File: src/design/axi_merge_pkg.sv
package axi_merge_pkg;

    localparam int NUM_PORTS       = 4;
    localparam int ADDR_W          = 32;
    localparam int ID_W            = 4;
    localparam int DATA_W          = 64;
    localparam int STRB_W          = DATA_W / 8;
    localparam int EXTRA_W         = 8;
    localparam int MAX_OUTSTANDING = 8;
    localparam int AGE_W           = 8;

    // a downstream id of 1 to NUM_PORTS names a port, 0 names none
    localparam int PORT_SEL_W      = 3;

    typedef logic [ADDR_W-1:0]                      addr_t;
    typedef logic [ID_W-1:0]                        axi_id_t;
    typedef logic [AGE_W-1:0]                       age_t;
    typedef logic [$clog2(MAX_OUTSTANDING+1)-1:0]   ostd_cnt_t;
    typedef logic [$clog2(NUM_PORTS)-1:0]           port_idx_t;

    // write address request with its sideband bits
    typedef struct packed {
        addr_t              addr;
        logic [7:0]         len;
        logic [2:0]         size;
        logic [1:0]         burst;
        logic [EXTRA_W-1:0] extras;
        axi_id_t            id;
    } aw_req_t;

    typedef struct packed {
        logic [DATA_W-1:0] data;
        logic [STRB_W-1:0] strb;
        logic              last;
    } w_beat_t;

    typedef struct packed {
        axi_id_t    id;
        logic [1:0] resp;
    } b_rsp_t;

endpackage

File: src/design/sync_fifo.sv
module sync_fifo #(
    parameter int WIDTH = 8,
    parameter int DEPTH = 2
) (
    input  logic             clk,
    input  logic             rst_n,
    input  logic             push,
    input  logic [WIDTH-1:0] din,
    input  logic             pop,
    output logic [WIDTH-1:0] dout,
    output logic             empty,
    output logic             full
);

    typedef logic [$clog2(DEPTH)-1:0]   ptr_t;
    typedef logic [$clog2(DEPTH+1)-1:0] cnt_t;

    logic [WIDTH-1:0] mem [DEPTH];
    ptr_t             wr_ptr;
    ptr_t             rd_ptr;
    cnt_t             count;

    always_ff @(posedge clk or negedge rst_n) begin
        if (!rst_n) begin
            wr_ptr <= '0;
            rd_ptr <= '0;
            count  <= '0;
        end else begin
            if (push) begin
                wr_ptr <= (wr_ptr == ptr_t'(DEPTH - 1)) ? '0 : wr_ptr + ptr_t'(1);
            end
            if (pop) begin
                rd_ptr <= (rd_ptr == ptr_t'(DEPTH - 1)) ? '0 : rd_ptr + ptr_t'(1);
            end
            if (push && !pop) begin
                count <= count + cnt_t'(1);
            end else if (pop && !push) begin
                count <= count - cnt_t'(1);
            end
        end
    end

    always_ff @(posedge clk) begin
        if (push) begin
            mem[wr_ptr] <= din;
        end
    end

    // head entry is visible as soon as it is written
    assign dout  = mem[rd_ptr];
    assign empty = (count == '0);
    assign full  = (count == cnt_t'(DEPTH));

    a_no_overflow: assert property (@(posedge clk) disable iff (!rst_n) !(push && full));
    a_no_underflow: assert property (@(posedge clk) disable iff (!rst_n) !(pop && empty));

endmodule

File: src/design/wr_port_ingress.sv
module wr_port_ingress (
    input  logic                  clk,
    input  logic                  rst_n,
    input  axi_merge_pkg::aw_req_t aw,
    input  logic                  awvalid,
    output logic                  awready,
    input  axi_merge_pkg::w_beat_t w,
    input  logic                  wvalid,
    output logic                  wready,
    output axi_merge_pkg::aw_req_t aw_head,
    output logic                  aw_avail,
    output axi_merge_pkg::w_beat_t w_head,
    output logic                  w_avail,
    input  logic                  aw_pop,
    input  logic                  w_pop,
    input  logic                  b_done,
    output logic                  ostd_ok
);

    import axi_merge_pkg::*;

    logic      aw_empty;
    logic      aw_full;
    logic      w_empty;
    logic      w_full;
    ostd_cnt_t ostd_cnt;

    sync_fifo #(.WIDTH($bits(aw_req_t)), .DEPTH(2)) aw_fifo_i (
        .clk   (clk),
        .rst_n (rst_n),
        .push  (awvalid && awready),
        .din   (aw),
        .pop   (aw_pop),
        .dout  (aw_head),
        .empty (aw_empty),
        .full  (aw_full)
    );

    sync_fifo #(.WIDTH($bits(w_beat_t)), .DEPTH(2)) w_fifo_i (
        .clk   (clk),
        .rst_n (rst_n),
        .push  (wvalid && wready),
        .din   (w),
        .pop   (w_pop),
        .dout  (w_head),
        .empty (w_empty),
        .full  (w_full)
    );

    assign awready  = !aw_full;
    assign wready   = !w_full;
    assign aw_avail = !aw_empty;
    assign w_avail  = !w_empty;

    // a grant adds one write, an upstream B retires one
    always_ff @(posedge clk or negedge rst_n) begin
        if (!rst_n) begin
            ostd_cnt <= '0;
        end else if (aw_pop && !b_done) begin
            ostd_cnt <= ostd_cnt + ostd_cnt_t'(1);
        end else if (b_done && !aw_pop) begin
            ostd_cnt <= ostd_cnt - ostd_cnt_t'(1);
        end
    end

    assign ostd_ok = (ostd_cnt < ostd_cnt_t'(MAX_OUTSTANDING));

    a_b_has_write: assert property (@(posedge clk) disable iff (!rst_n)
        b_done |-> (ostd_cnt != '0));

endmodule

File: src/design/burst_scheduler.sv
module burst_scheduler (
    input  logic                                              clk,
    input  logic                                              rst_n,
    input  axi_merge_pkg::aw_req_t [axi_merge_pkg::NUM_PORTS-1:0] aw_head,
    input  logic [axi_merge_pkg::NUM_PORTS-1:0]               aw_avail,
    input  logic [axi_merge_pkg::NUM_PORTS-1:0]               w_avail,
    input  logic [axi_merge_pkg::NUM_PORTS-1:0]               ostd_ok,
    input  axi_merge_pkg::w_beat_t [axi_merge_pkg::NUM_PORTS-1:0] w_head,
    output logic [axi_merge_pkg::NUM_PORTS-1:0]               aw_pop,
    output logic [axi_merge_pkg::NUM_PORTS-1:0]               w_pop,
    output axi_merge_pkg::aw_req_t                            m_aw,
    output logic                                              m_awvalid,
    input  logic                                              m_awready,
    output axi_merge_pkg::w_beat_t                            m_w,
    output logic                                              m_wvalid,
    input  logic                                              m_wready,
    output axi_merge_pkg::port_idx_t                          grant_port,
    output axi_merge_pkg::axi_id_t                            grant_id
);

    import axi_merge_pkg::*;

    logic [NUM_PORTS-1:0]  eligible;
    age_t                  age [NUM_PORTS];
    logic                  win_found;
    port_idx_t             win_idx;
    age_t                  win_age;
    logic                  burst_open;
    port_idx_t             owner;
    logic                  start;
    port_idx_t             w_port;
    logic [PORT_SEL_W-1:0] tag;

    assign eligible = aw_avail & w_avail & ostd_ok;

    always_ff @(posedge clk or negedge rst_n) begin
        if (!rst_n) begin
            for (int i = 0; i < NUM_PORTS; i++) begin
                age[i] <= '0;
            end
        end else begin
            for (int i = 0; i < NUM_PORTS; i++) begin
                if (aw_pop[i]) begin
                    age[i] <= '0;
                end else if (eligible[i]) begin
                    age[i] <= age[i] + age_t'(age[i] != '1);
                end
            end
        end
    end

    // oldest eligible port wins and a strict compare keeps ties on the lower index
    always_comb begin
        win_found = 1'b0;
        win_idx   = '0;
        win_age   = '0;
        for (int i = 0; i < NUM_PORTS; i++) begin
            if (eligible[i] && age[i] != '0 && (!win_found || age[i] > win_age)) begin
                win_found = 1'b1;
                win_idx   = port_idx_t'(i);
                win_age   = age[i];
            end
        end
    end

    assign start  = win_found && !burst_open && m_awready && m_wready;
    assign w_port = start ? win_idx : owner;

    always_ff @(posedge clk or negedge rst_n) begin
        if (!rst_n) begin
            burst_open <= 1'b0;
            owner      <= '0;
        end else if (start) begin
            burst_open <= (aw_head[win_idx].len != '0);
            owner      <= win_idx;
        end else if (m_wvalid && m_w.last) begin
            burst_open <= 1'b0;
        end
    end

    assign tag = PORT_SEL_W'(win_idx) + PORT_SEL_W'(1);

    always_comb begin
        m_aw    = aw_head[win_idx];
        m_aw.id = axi_id_t'(tag);
    end

    assign m_awvalid  = start;
    assign grant_port = win_idx;
    assign grant_id   = aw_head[win_idx].id;

    assign m_wvalid = m_wready && (start || burst_open) && w_avail[w_port];
    assign m_w      = w_head[w_port];

    always_comb begin
        aw_pop = '0;
        w_pop  = '0;
        if (start) begin
            aw_pop[win_idx] = 1'b1;
        end
        if (m_wvalid) begin
            w_pop[w_port] = 1'b1;
        end
    end

    // the beat sent with a grant closes the burst exactly when len is zero
    a_first_beat_last: assert property (@(posedge clk) disable iff (!rst_n)
        m_awvalid |-> (m_w.last == (m_aw.len == '0)));

endmodule

File: src/design/bresp_router.sv
module bresp_router (
    input  logic                                             clk,
    input  logic                                             rst_n,
    input  logic                                             grant_valid,
    input  axi_merge_pkg::port_idx_t                         grant_port,
    input  axi_merge_pkg::axi_id_t                           grant_id,
    input  axi_merge_pkg::b_rsp_t                            m_b,
    input  logic                                             m_bvalid,
    output logic                                             m_bready,
    output axi_merge_pkg::b_rsp_t [axi_merge_pkg::NUM_PORTS-1:0] s_b,
    output logic [axi_merge_pkg::NUM_PORTS-1:0]              s_bvalid,
    input  logic [axi_merge_pkg::NUM_PORTS-1:0]              s_bready,
    output logic [axi_merge_pkg::NUM_PORTS-1:0]              b_done
);

    import axi_merge_pkg::*;

    logic [NUM_PORTS-1:0]                        id_push;
    logic [NUM_PORTS-1:0]                        id_pop;
    axi_id_t [NUM_PORTS-1:0]                     id_head;
    logic                                        b_xfer;
    logic [PORT_SEL_W-1:0]                       b_sel;
    port_idx_t                                   b_port;
    b_rsp_t                                      ret_in;
    logic [$bits(port_idx_t)+$bits(b_rsp_t)-1:0] buf_dout;
    port_idx_t                                   buf_port;
    b_rsp_t                                      buf_rsp;
    logic                                        buf_empty;
    logic                                        buf_full;
    logic                                        buf_pop;

    assign b_xfer = m_bvalid && m_bready;
    assign b_sel  = m_b.id[PORT_SEL_W-1:0];
    assign b_port = port_idx_t'(b_sel - PORT_SEL_W'(1));

    always_comb begin
        id_push = '0;
        id_pop  = '0;
        if (grant_valid) begin
            id_push[grant_port] = 1'b1;
        end
        if (b_xfer) begin
            id_pop[b_port] = 1'b1;
        end
    end

    for (genvar g = 0; g < NUM_PORTS; g++) begin : g_id_fifo
        sync_fifo #(.WIDTH(ID_W), .DEPTH(MAX_OUTSTANDING)) id_fifo_i (
            .clk   (clk),
            .rst_n (rst_n),
            .push  (id_push[g]),
            .din   (grant_id),
            .pop   (id_pop[g]),
            .dout  (id_head[g]),
            .empty (),
            .full  ()
        );
    end

    // the original id is restored before the response is buffered
    assign ret_in.id   = id_head[b_port];
    assign ret_in.resp = m_b.resp;

    sync_fifo #(.WIDTH($bits(port_idx_t) + $bits(b_rsp_t)), .DEPTH(2)) b_buf_i (
        .clk   (clk),
        .rst_n (rst_n),
        .push  (b_xfer),
        .din   ({b_port, ret_in}),
        .pop   (buf_pop),
        .dout  (buf_dout),
        .empty (buf_empty),
        .full  (buf_full)
    );

    assign {buf_port, buf_rsp} = buf_dout;
    assign m_bready = !buf_full;

    always_comb begin
        s_bvalid = '0;
        if (!buf_empty) begin
            s_bvalid[buf_port] = 1'b1;
        end
    end

    assign s_b     = {NUM_PORTS{buf_rsp}};
    assign buf_pop = !buf_empty && s_bready[buf_port];
    assign b_done  = s_bvalid & s_bready;

    a_bid_range: assert property (@(posedge clk) disable iff (!rst_n)
        m_bvalid |-> (m_b.id inside {[1:NUM_PORTS]}));

endmodule

File: src/design/axi_wr_merger.sv
module axi_wr_merger (
    input  logic                                              clk,
    input  logic                                              rst_n,
    input  axi_merge_pkg::aw_req_t [axi_merge_pkg::NUM_PORTS-1:0] s_aw,
    input  logic [axi_merge_pkg::NUM_PORTS-1:0]               s_awvalid,
    output logic [axi_merge_pkg::NUM_PORTS-1:0]               s_awready,
    input  axi_merge_pkg::w_beat_t [axi_merge_pkg::NUM_PORTS-1:0] s_w,
    input  logic [axi_merge_pkg::NUM_PORTS-1:0]               s_wvalid,
    output logic [axi_merge_pkg::NUM_PORTS-1:0]               s_wready,
    output axi_merge_pkg::b_rsp_t [axi_merge_pkg::NUM_PORTS-1:0]  s_b,
    output logic [axi_merge_pkg::NUM_PORTS-1:0]               s_bvalid,
    input  logic [axi_merge_pkg::NUM_PORTS-1:0]               s_bready,
    output axi_merge_pkg::aw_req_t                            m_aw,
    output logic                                              m_awvalid,
    input  logic                                              m_awready,
    output axi_merge_pkg::w_beat_t                            m_w,
    output logic                                              m_wvalid,
    input  logic                                              m_wready,
    input  axi_merge_pkg::b_rsp_t                             m_b,
    input  logic                                              m_bvalid,
    output logic                                              m_bready
);

    import axi_merge_pkg::*;

    aw_req_t [NUM_PORTS-1:0] aw_head;
    logic [NUM_PORTS-1:0]    aw_avail;
    w_beat_t [NUM_PORTS-1:0] w_head;
    logic [NUM_PORTS-1:0]    w_avail;
    logic [NUM_PORTS-1:0]    ostd_ok;
    logic [NUM_PORTS-1:0]    aw_pop;
    logic [NUM_PORTS-1:0]    w_pop;
    logic [NUM_PORTS-1:0]    b_done;
    port_idx_t               grant_port;
    axi_id_t                 grant_id;
    logic                    grant_valid;

    for (genvar g = 0; g < NUM_PORTS; g++) begin : g_port
        wr_port_ingress wr_port_ingress_i (
            .clk      (clk),
            .rst_n    (rst_n),
            .aw       (s_aw[g]),
            .awvalid  (s_awvalid[g]),
            .awready  (s_awready[g]),
            .w        (s_w[g]),
            .wvalid   (s_wvalid[g]),
            .wready   (s_wready[g]),
            .aw_head  (aw_head[g]),
            .aw_avail (aw_avail[g]),
            .w_head   (w_head[g]),
            .w_avail  (w_avail[g]),
            .aw_pop   (aw_pop[g]),
            .w_pop    (w_pop[g]),
            .b_done   (b_done[g]),
            .ostd_ok  (ostd_ok[g])
        );
    end

    burst_scheduler burst_scheduler_i (
        .clk        (clk),
        .rst_n      (rst_n),
        .aw_head    (aw_head),
        .aw_avail   (aw_avail),
        .w_avail    (w_avail),
        .ostd_ok    (ostd_ok),
        .w_head     (w_head),
        .aw_pop     (aw_pop),
        .w_pop      (w_pop),
        .m_aw       (m_aw),
        .m_awvalid  (m_awvalid),
        .m_awready  (m_awready),
        .m_w        (m_w),
        .m_wvalid   (m_wvalid),
        .m_wready   (m_wready),
        .grant_port (grant_port),
        .grant_id   (grant_id)
    );

    // the scheduler only raises awvalid with awready high, so this marks each grant
    assign grant_valid = m_awvalid && m_awready;

    bresp_router bresp_router_i (
        .clk         (clk),
        .rst_n       (rst_n),
        .grant_valid (grant_valid),
        .grant_port  (grant_port),
        .grant_id    (grant_id),
        .m_b         (m_b),
        .m_bvalid    (m_bvalid),
        .m_bready    (m_bready),
        .s_b         (s_b),
        .s_bvalid    (s_bvalid),
        .s_bready    (s_bready),
        .b_done      (b_done)
    );

endmodule

File: config.mk
export PLATFORM = sky130hd
export DESIGN_NAME = axi_wr_merger
export DESIGN_NICKNAME = d
export VERILOG_FILES = /design/src/design/axi_merge_pkg.sv /design/src/design/sync_fifo.sv /design/src/design/wr_port_ingress.sv /design/src/design/burst_scheduler.sv /design/src/design/bresp_router.sv /design/src/design/axi_wr_merger.sv
export SDC_FILE = /design/constraint.sdc
export NUM_CORES = 2
export LEC_CHECK = 0
export ABC_CLOCK_PERIOD_IN_PS = 11600
export CAP_MARGIN = 20
export CORE_ASPECT_RATIO = 1.2
export CORE_MARGIN = 1
export CORE_UTILIZATION = 60
export CTS_CLUSTER_DIAMETER = 150
export DETAILED_ROUTE_END_ITERATION = 7
export DONT_BUFFER_PORTS = 1
export PLACE_DENSITY = 0.76
export RECOVER_POWER = 25
export SLEW_MARGIN = 15
export SYNTH_ARGS = -nofsm -noshare
export SYNTH_HDL_FRONTEND = slang
export SYNTH_HIERARCHICAL = 1
export SYNTH_SLANG_ARGS = --single-unit
File: constraint.sdc
create_clock -name clk -period 11.6 [get_ports clk]
set_input_delay 1.16 -clock clk [delete_from_list [all_inputs] [get_ports clk]]
set_output_delay 1.16 -clock clk [all_outputs]
set_load 0.03 [all_outputs]
## Word level (Yosys, flattened, before mapping)

Memories as Yosys holds them, arrays and structs flattened.
Index checks and enable logic that the tools add are counted.

| word-level totals | value |
|---|---|
| flip-flop bits (word level) | 111 |
| latch bits | 0 |
| memories | 13 |
| ROM bits | 0 |
| bits in writable memories | 1,184 |
| logic and storage cells | 411 |
| output and inout bits | 169 |

| cells by class | value |
|---|---|
| shift-type cells | 0 |
| add/sub/neg operators | 58 |
| reductions and logical operators | 134 |
| multiply operators | 0 |
| div/mod/pow operators | 0 |
| eq/ne operators | 21 |
| order comparisons | 15 |
| mux-type cells | 122 |
| bitwise gates (word level) | 3 |

Memory list:

| name | depth | bits a word | read ports | clocked after memory_dff | write ports | line | source |
|---|---|---|---|---|---|---|---|
| g_port[0].wr_port_ingress_i.w_fifo_i.mem | 2 | 73 | 1 | 0 | 1 | sync_fifo.sv:18 | `logic [WIDTH-1:0] mem [DEPTH];` |
| g_port[1].wr_port_ingress_i.w_fifo_i.mem | 2 | 73 | 1 | 0 | 1 | sync_fifo.sv:18 |  |
| g_port[2].wr_port_ingress_i.w_fifo_i.mem | 2 | 73 | 1 | 0 | 1 | sync_fifo.sv:18 |  |
| g_port[3].wr_port_ingress_i.w_fifo_i.mem | 2 | 73 | 1 | 0 | 1 | sync_fifo.sv:18 |  |
| g_port[0].wr_port_ingress_i.aw_fifo_i.mem | 2 | 57 | 1 | 0 | 1 | sync_fifo.sv:18 |  |
| g_port[1].wr_port_ingress_i.aw_fifo_i.mem | 2 | 57 | 1 | 0 | 1 | sync_fifo.sv:18 |  |
| +7 memories | - | - | - | - | - | - |  |

Operators with widths:

| operator | count |
|---|---|
| 73-bit binary-select mux with 2-bit select | 1 |
| 57-bit binary-select mux with 2-bit select | 1 |
| 8-bit two-way mux | 11 |
| 73-bit two-way mux | 1 |
| 1-bit two-way mux | 57 |
| 57-bit two-way mux | 1 |
| 4-bit two-way mux | 14 |
| 1-bit logical AND | 54 |
| 1-bit logical NOT | 44 |
| 2-bit two-way mux | 21 |
| 8-bit nonzero test | 5 |
| 2-bit nonzero test | 18 |
| 8-bit by 1-bit adder with 8-bit output | 4 |
| 8-bit inequality test, second input constant | 4 |
| 3-bit by 1-bit adder with 3-bit output, second input constant | 8 |
| 3-bit equality test, second input constant | 8 |
| 8-bit greater-than comparator | 3 |
| 3-bit two-way mux | 8 |
| 2-bit by 1-bit subtractor with 2-bit output, second input constant | 10 |
| 1-bit adder, second input constant | 18 |
| 2-bit by 1-bit adder with 2-bit output, second input constant | 9 |
| 2-bit equality test, second input constant | 9 |
| 2-bit logical NOT | 9 |
| 4-bit by 1-bit adder with 4-bit output, second input constant | 4 |
| 10 further kinds | 31 |

## Longest topological paths before layout

| depth | value |
|---|---|
| depth after elaboration | 30 |
| gate-level depth with buffers | 43 |

## By module

The synthesis kept the hierarchy.

Modules (own cells, without submodules):

| module | times used | area each (um^2) | seq. area each (um^2) | cells an instance |
|---|---|---|---|---|
| sync_fifo at g_port[0].wr_port_ingress_i.w_fifo_i ... | 4 | 5,701.7 | 4,484.3 | 243 |
| sync_fifo at g_port[0].wr_port_ingress_i.aw_fifo_i ... | 4 | 4,375.4 | 3,523.4 | 193 |
| burst_scheduler | 1 | 6,221.0 | 875.8 | 803 |
| sync_fifo at bresp_router_i.g_id_fifo[0].id_fifo_i ... | 2 | 1,880.6 | 1,211.2 | 112 |
| sync_fifo at bresp_router_i.g_id_fifo[1].id_fifo_i ... | 2 | 1,875.5 | 1,211.2 | 110 |
| wr_port_ingress | 4 | 339.1 | 100.1 | 36 |
| sync_fifo at bresp_router_i.b_buf_i | 1 | 770.7 | 580.6 | 41 |
| bresp_router | 1 | 452.9 | 0.0 | 52 |
| axi_wr_merger | 1 | 6.3 | 0.0 | 1 |

## Worst setup path after synthesis

OpenSTA, ideal clock, no wires.

| timing | value |
|---|---|
| kind | reg-to-reg |
| from | reg g_port[0].wr_port_ingress_i.w_fifo_i.count[0] |
| to | reg g_port[3].wr_port_ingress_i.ostd_cnt[3] |
| data required time | 11,471 ps |
| clock period less this slack | 8,433 ps |
| cell stages (with the launch flop) | 43 |
| setup slack | 3,167 ps |
| library setup time | 129 ps |
| data arrival time | 8,304 ps |
| path through | dfrtp_1 > nor2_1 > inv_1 > and3_1 > buf_1 > nand2_1 > ha_1 > nand4_1 > nand2b_1 > a21oi_1 > o31a_1 > clkbuf_1 > clkbuf_1 > clkbuf_1 > a21oi_1 > ha_1 > nand4_1 > nand2b_1 > [7 not listed] > ha_1 > nand4_1 > nand2b_1 > a21oi_1 > o31a_1 > buf_2 > clkbuf_1 > nor2_1 > inv_1 > ha_1 > and2_1 > clkbuf_1 > ha_1 > inv_1 > ha_1 > or4_4 > o211ai_2 > o211ai_2 |

| between the ends | value |
|---|---|
| word-level cells in the longest chain between the ends | 26 |
| elaborated cells on any way between the ends | 41 |
| classes of those cells | 5 x order compare; 14 x mux; 2 x bitwise; 20 x reduce/logical |

Ends and longest elaborated chain:

| element | line | source |
|---|---|---|
| from (decl) | sync_fifo.sv:21 | `cnt_t count;` |
| from (signal assigned) | sync_fifo.sv:36 | `count <= count + cnt_t'(1);` |
| from (signal assigned) | sync_fifo.sv:38 | `count <= count - cnt_t'(1);` |
| 2-bit logical NOT * | sync_fifo.sv:51 | `assign empty = (count == '0);` |
| net g_port[0].wr_port_ingress_i.w_empty | wr_port_ingress.sv:24 | `logic w_empty;` |
| 1-bit logical NOT * | wr_port_ingress.sv:53 | `assign w_avail = !w_empty;` |
| net w_avail[0] | axi_wr_merger.sv:29 | `logic [NUM_PORTS-1:0] w_avail;` |
| 4-bit bitwise AND * (2 in series) | burst_scheduler.sv:34 | `assign eligible = aw_avail & w_avail & ostd_ok;` |
| 1-bit logical AND * | burst_scheduler.sv:58 | `if (eligible[i] && age[i] != '0 && (!win_found \|\| age[i] > win_age)) begin` |
| 8-bit two-way mux / 1-bit two-way mux (equally long branches) | burst_scheduler.sv:58 |  |
| 8-bit greater-than comparator / 1-bit logical NOT (equally long branches) | burst_scheduler.sv:58 |  |
| [11 not listed] | - |  |
| net grant_port[1] | axi_wr_merger.sv:34 | `port_idx_t grant_port;` |
| [1 not listed] | - |  |
| 1-bit logical AND (not written as such) | burst_scheduler.sv:99 | `aw_pop[win_idx] = 1'b1;` |
| 1-bit two-way mux (not written as such) | burst_scheduler.sv:99 |  |
| 1-bit demux with 2-bit select * | - |  |
| 4-bit two-way mux * | burst_scheduler.sv:98 | `if (start) begin` |
| net aw_pop[3] | axi_wr_merger.sv:31 | `logic [NUM_PORTS-1:0] aw_pop;` |
| 1-bit logical NOT | wr_port_ingress.sv:61 | `end else if (b_done && !aw_pop) begin` |
| 1-bit logical AND | wr_port_ingress.sv:61 |  |
| 2-bit nonzero test (no line) | - |  |
| to (signal assigned) | wr_port_ingress.sv:60 | `ostd_cnt <= ostd_cnt + ostd_cnt_t'(1);` |
| to (signal assigned) | wr_port_ingress.sv:62 | `ostd_cnt <= ostd_cnt - ostd_cnt_t'(1);` |
| to (decl) | wr_port_ingress.sv:26 | `ostd_cnt_t ostd_cnt;` |

The timed path passes the listed nets; every way through them passes the cells marked *.
A chain may end at the register's enable or synchronous reset.

==> flow_summary.json <==
{
  "status": "finished clean",
  "timing.final.crit_period_ns": 10.05,
  "hold_class": "in2async",
  "htree_levels": 3,
  "p_comb_share_pct": 44.3,
  "via_per_inst": 6.15,
  "num_rows": 121,
  "finalSetupViolCount": 0,
  "met3_usage_pct": 10.7,
  "period_share_pct": 86.6,
  "syn_inst": 3105,
  "slowest_stage": "a211oi_2",
  "cts_tree": "done",
  "vias": 27700,
  "post-place-ws_ns": 2.23,
  "cts.sinks": 1295,
  "path_buf_inv": 2,
  "initial_core_util_pct": 60.8,
  "path_delay_family": "compound AO/OA/AOI/OAI gates",
  "final_common_cell": "edfxtp_1",
  "arrival_ns": 8.89,
  "required_ns": 10.44,
  "fp.dieW_um": 279,
  "antenna_found_initial": 35,
  "syn_avg_cell_area_um2": 17.8,
  "dp.cells": 4229,
  "final_cell_mix": "1184 x edfxtp_1, 320 x mux2_4, 246 x mux2_2",
  "gr-total-overflow": 0,
  "wirelength_um": 133000,
  "wl_per_cell_um": 29.4,
  "rsz0062_at_grt": "false",
  "startpoint_type": "flip-flop",
  "leakage_uw": 0.0214,
  "drc": 0,
  "clkLatencyLatePin_ns": 0.71,
  "grt_start_max_net_pins": 112,
  "power.density_nw_per_um2": 336,
  "crit_fanout": 76,
  "ctsResizeCount": 0,
  "ios": 712,
  "clkPwrFrac_pct": 19.7,
  "syn_area_um2": 55400,
  "dr.pass1.iters": 5,
  "io_buffers": 0,
  "cts_root_buf": "clkbuf_16",
  "place.gp.congestion": 0.904,
  "cts_hold_buf": 0,
  "tightest_slew_ns": 1.15,
  "clock_skew_ns": 0.0355,
  "finalSetupTns_ns": 0,
  "fin_nets": 3746,
  "vdd_drop_max_uv": 346,
  "drt_iter0_markers": 2058,
  "p_int_uw": 12000,
  "drtAntennaViolNets": 0,
  "hold_violations": 0,
  "seqPwrFrac_pct": 36.0,
  "grt_usage_pct": 27.8,
  "dpl.hpwl_um": 87400,
  "maxSlewHeadroom_pct": 22.7,
  "crit_top_cell": "a21oi_1",
  "die_h_um": 335,
  "fillers": 5978,
  "coreArea_um2": 91100,
  "endpoint_kind": "output pin",
  "max_cap_viol_count": 0,
  "final_cells": 4510,
  "clk_pin_slew_worst_paths_ns": 0.07,
  "swShare_pct": 41.1,
  "die-area_um2": 93600,
  "cts_buffer_depth": 3,
  "fin_ws_ns": 1.55,
  "critical_path_class": "reg2out",
  "grt_pass1_wl_um": 189000,
  "busiest_layer": "met2",
  "clock.fmax_mhz": 99.5,
  "yosys_warnings": 6,
  "post-cts-setup-buffers": 0,
  "cts_made_buffers": 120,
  "drive_gt1_share_pct": 29.0,
  "final_core_util_pct": 66.5,
  "grt_util_met2_pct": 47.5,
  "cpPeakStageDelay_ns": 0.92,
  "slew_violations": 0,
  "gr-usage-met1_pct": 30.5,
  "power_switching_uw": 8380,
  "syn_nets": 3729,
  "grt_pass1_vias": 29000,
  "area_growth_pct": 9.46
}
## flip-flops by register name, summed over array words and instances (netlist names), 8 cells and up
signal                                     flops
bresp_router_i/g_id_fifo.id_fifo_i/wr_ptr     12
g_port.wr_port_ingress_i/ostd_cnt             16
bresp_router_i/g_id_fifo.id_fifo_i/rd_ptr     12
g_port.wr_port_ingress_i/w_fifo_i/count        8
burst_scheduler_i/age                         32
bresp_router_i/b_buf_i/mem                    16
bresp_router_i/g_id_fifo.id_fifo_i/mem       128
g_port.wr_port_ingress_i/aw_fifo_i/count       8
g_port.wr_port_ingress_i/aw_fifo_i/mem       456
g_port.wr_port_ingress_i/w_fifo_i/mem        584
## metrics by stage
| stage | power (uW) | hold WS [ns] | instance area [um2] |
|---|---|---|---|
| 6_report | 20400 | 0.172 | 60600 |
| 5_1_grt | 21200 | 0.137 | 60600 |
| 4_1_cts | 20500 | 0.120 | 60500 |
| 3_5_place_dp | 16500 | 0.480 | 56400 |
| 3_3_place_gp | 16100 | 0.471 | 56400 |
| 2_1_floorplan | 14100 | 0.455 | 55400 |
## routing by layer
| metal | up-vias | wire [um] |
|---|---|---|
| met4 | 20 | 6090 |
| met2 | 1280 | 67000 |
| li1 | 12000 | - |
| met3 | 304 | 14700 |
| met1 | 14100 | 44600 |
| met5 | - | 137 |
## final timing paths
kind / from / to / slack [ns] / cells past startpoint
worst max-delay path: g_port[0].wr_port_ingress_i/w_fifo_i/count[0] / m_aw[24] / 1.55 / 25
worst min-delay path: rst_n / burst_scheduler_i/age[2] / 0.17 / 0
worst max register to register: g_port[0].wr_port_ingress_i/w_fifo_i/count[0] / g_port[3].wr_port_ingress_i/ostd_cnt[3] / 2.07 / 32
worst min register to register: g_port[2].wr_port_ingress_i/aw_fifo_i/count[1] / g_port[2].wr_port_ingress_i/aw_fifo_i/count[1] / 0.49 / 1
max in group asynchronous: rst_n / g_port[0].wr_port_ingress_i/w_fifo_i/rd_ptr / 11.24 / 0
min in group clk: g_port[2].wr_port_ingress_i/aw_fifo_i/count[1] / g_port[2].wr_port_ingress_i/aw_fifo_i/count[1] / 0.49 / 1
## power groups by stage
stage / Clock (uW) / Sequential [uW] / Combinational [uW]
global route: 4230 / 7440 / 9540
finish: 4020 / 7340 / 9020
CTS: 4060 / 7340 / 9080
global placement: 0 / 7330 / 8810
floorplan: 0 / 7120 / 7010
detailed placement: 0 / 7430 / 9020
## worst reg2reg max path, delay by kind of cell, from the launching register on
family | cells | cell delay [ns]
and+or+nand+nor | 12 | 2.85
adders and majority gates | 6 | 2.30
DFF | 1 | 0.41
buffers and inverters | 3 | 0.57
AOI/OAI and AO/OA | 11 | 3.28
## layout make-up
cell class              count  area, um2  share of cell area, %
flip-flops and latches   1295      38400                   63.3
multi-input cells        1600      16000                   26.3
clock buffers             151       3190                   5.26
well taps                1230       1540                   2.54
clock inverters            72        847                   1.40
repair buffers             51        395                  0.652
inverters                  54        203                  0.334
diodes                     57        143                  0.235
Note: power is estimated with default switching activity, not from simulation.
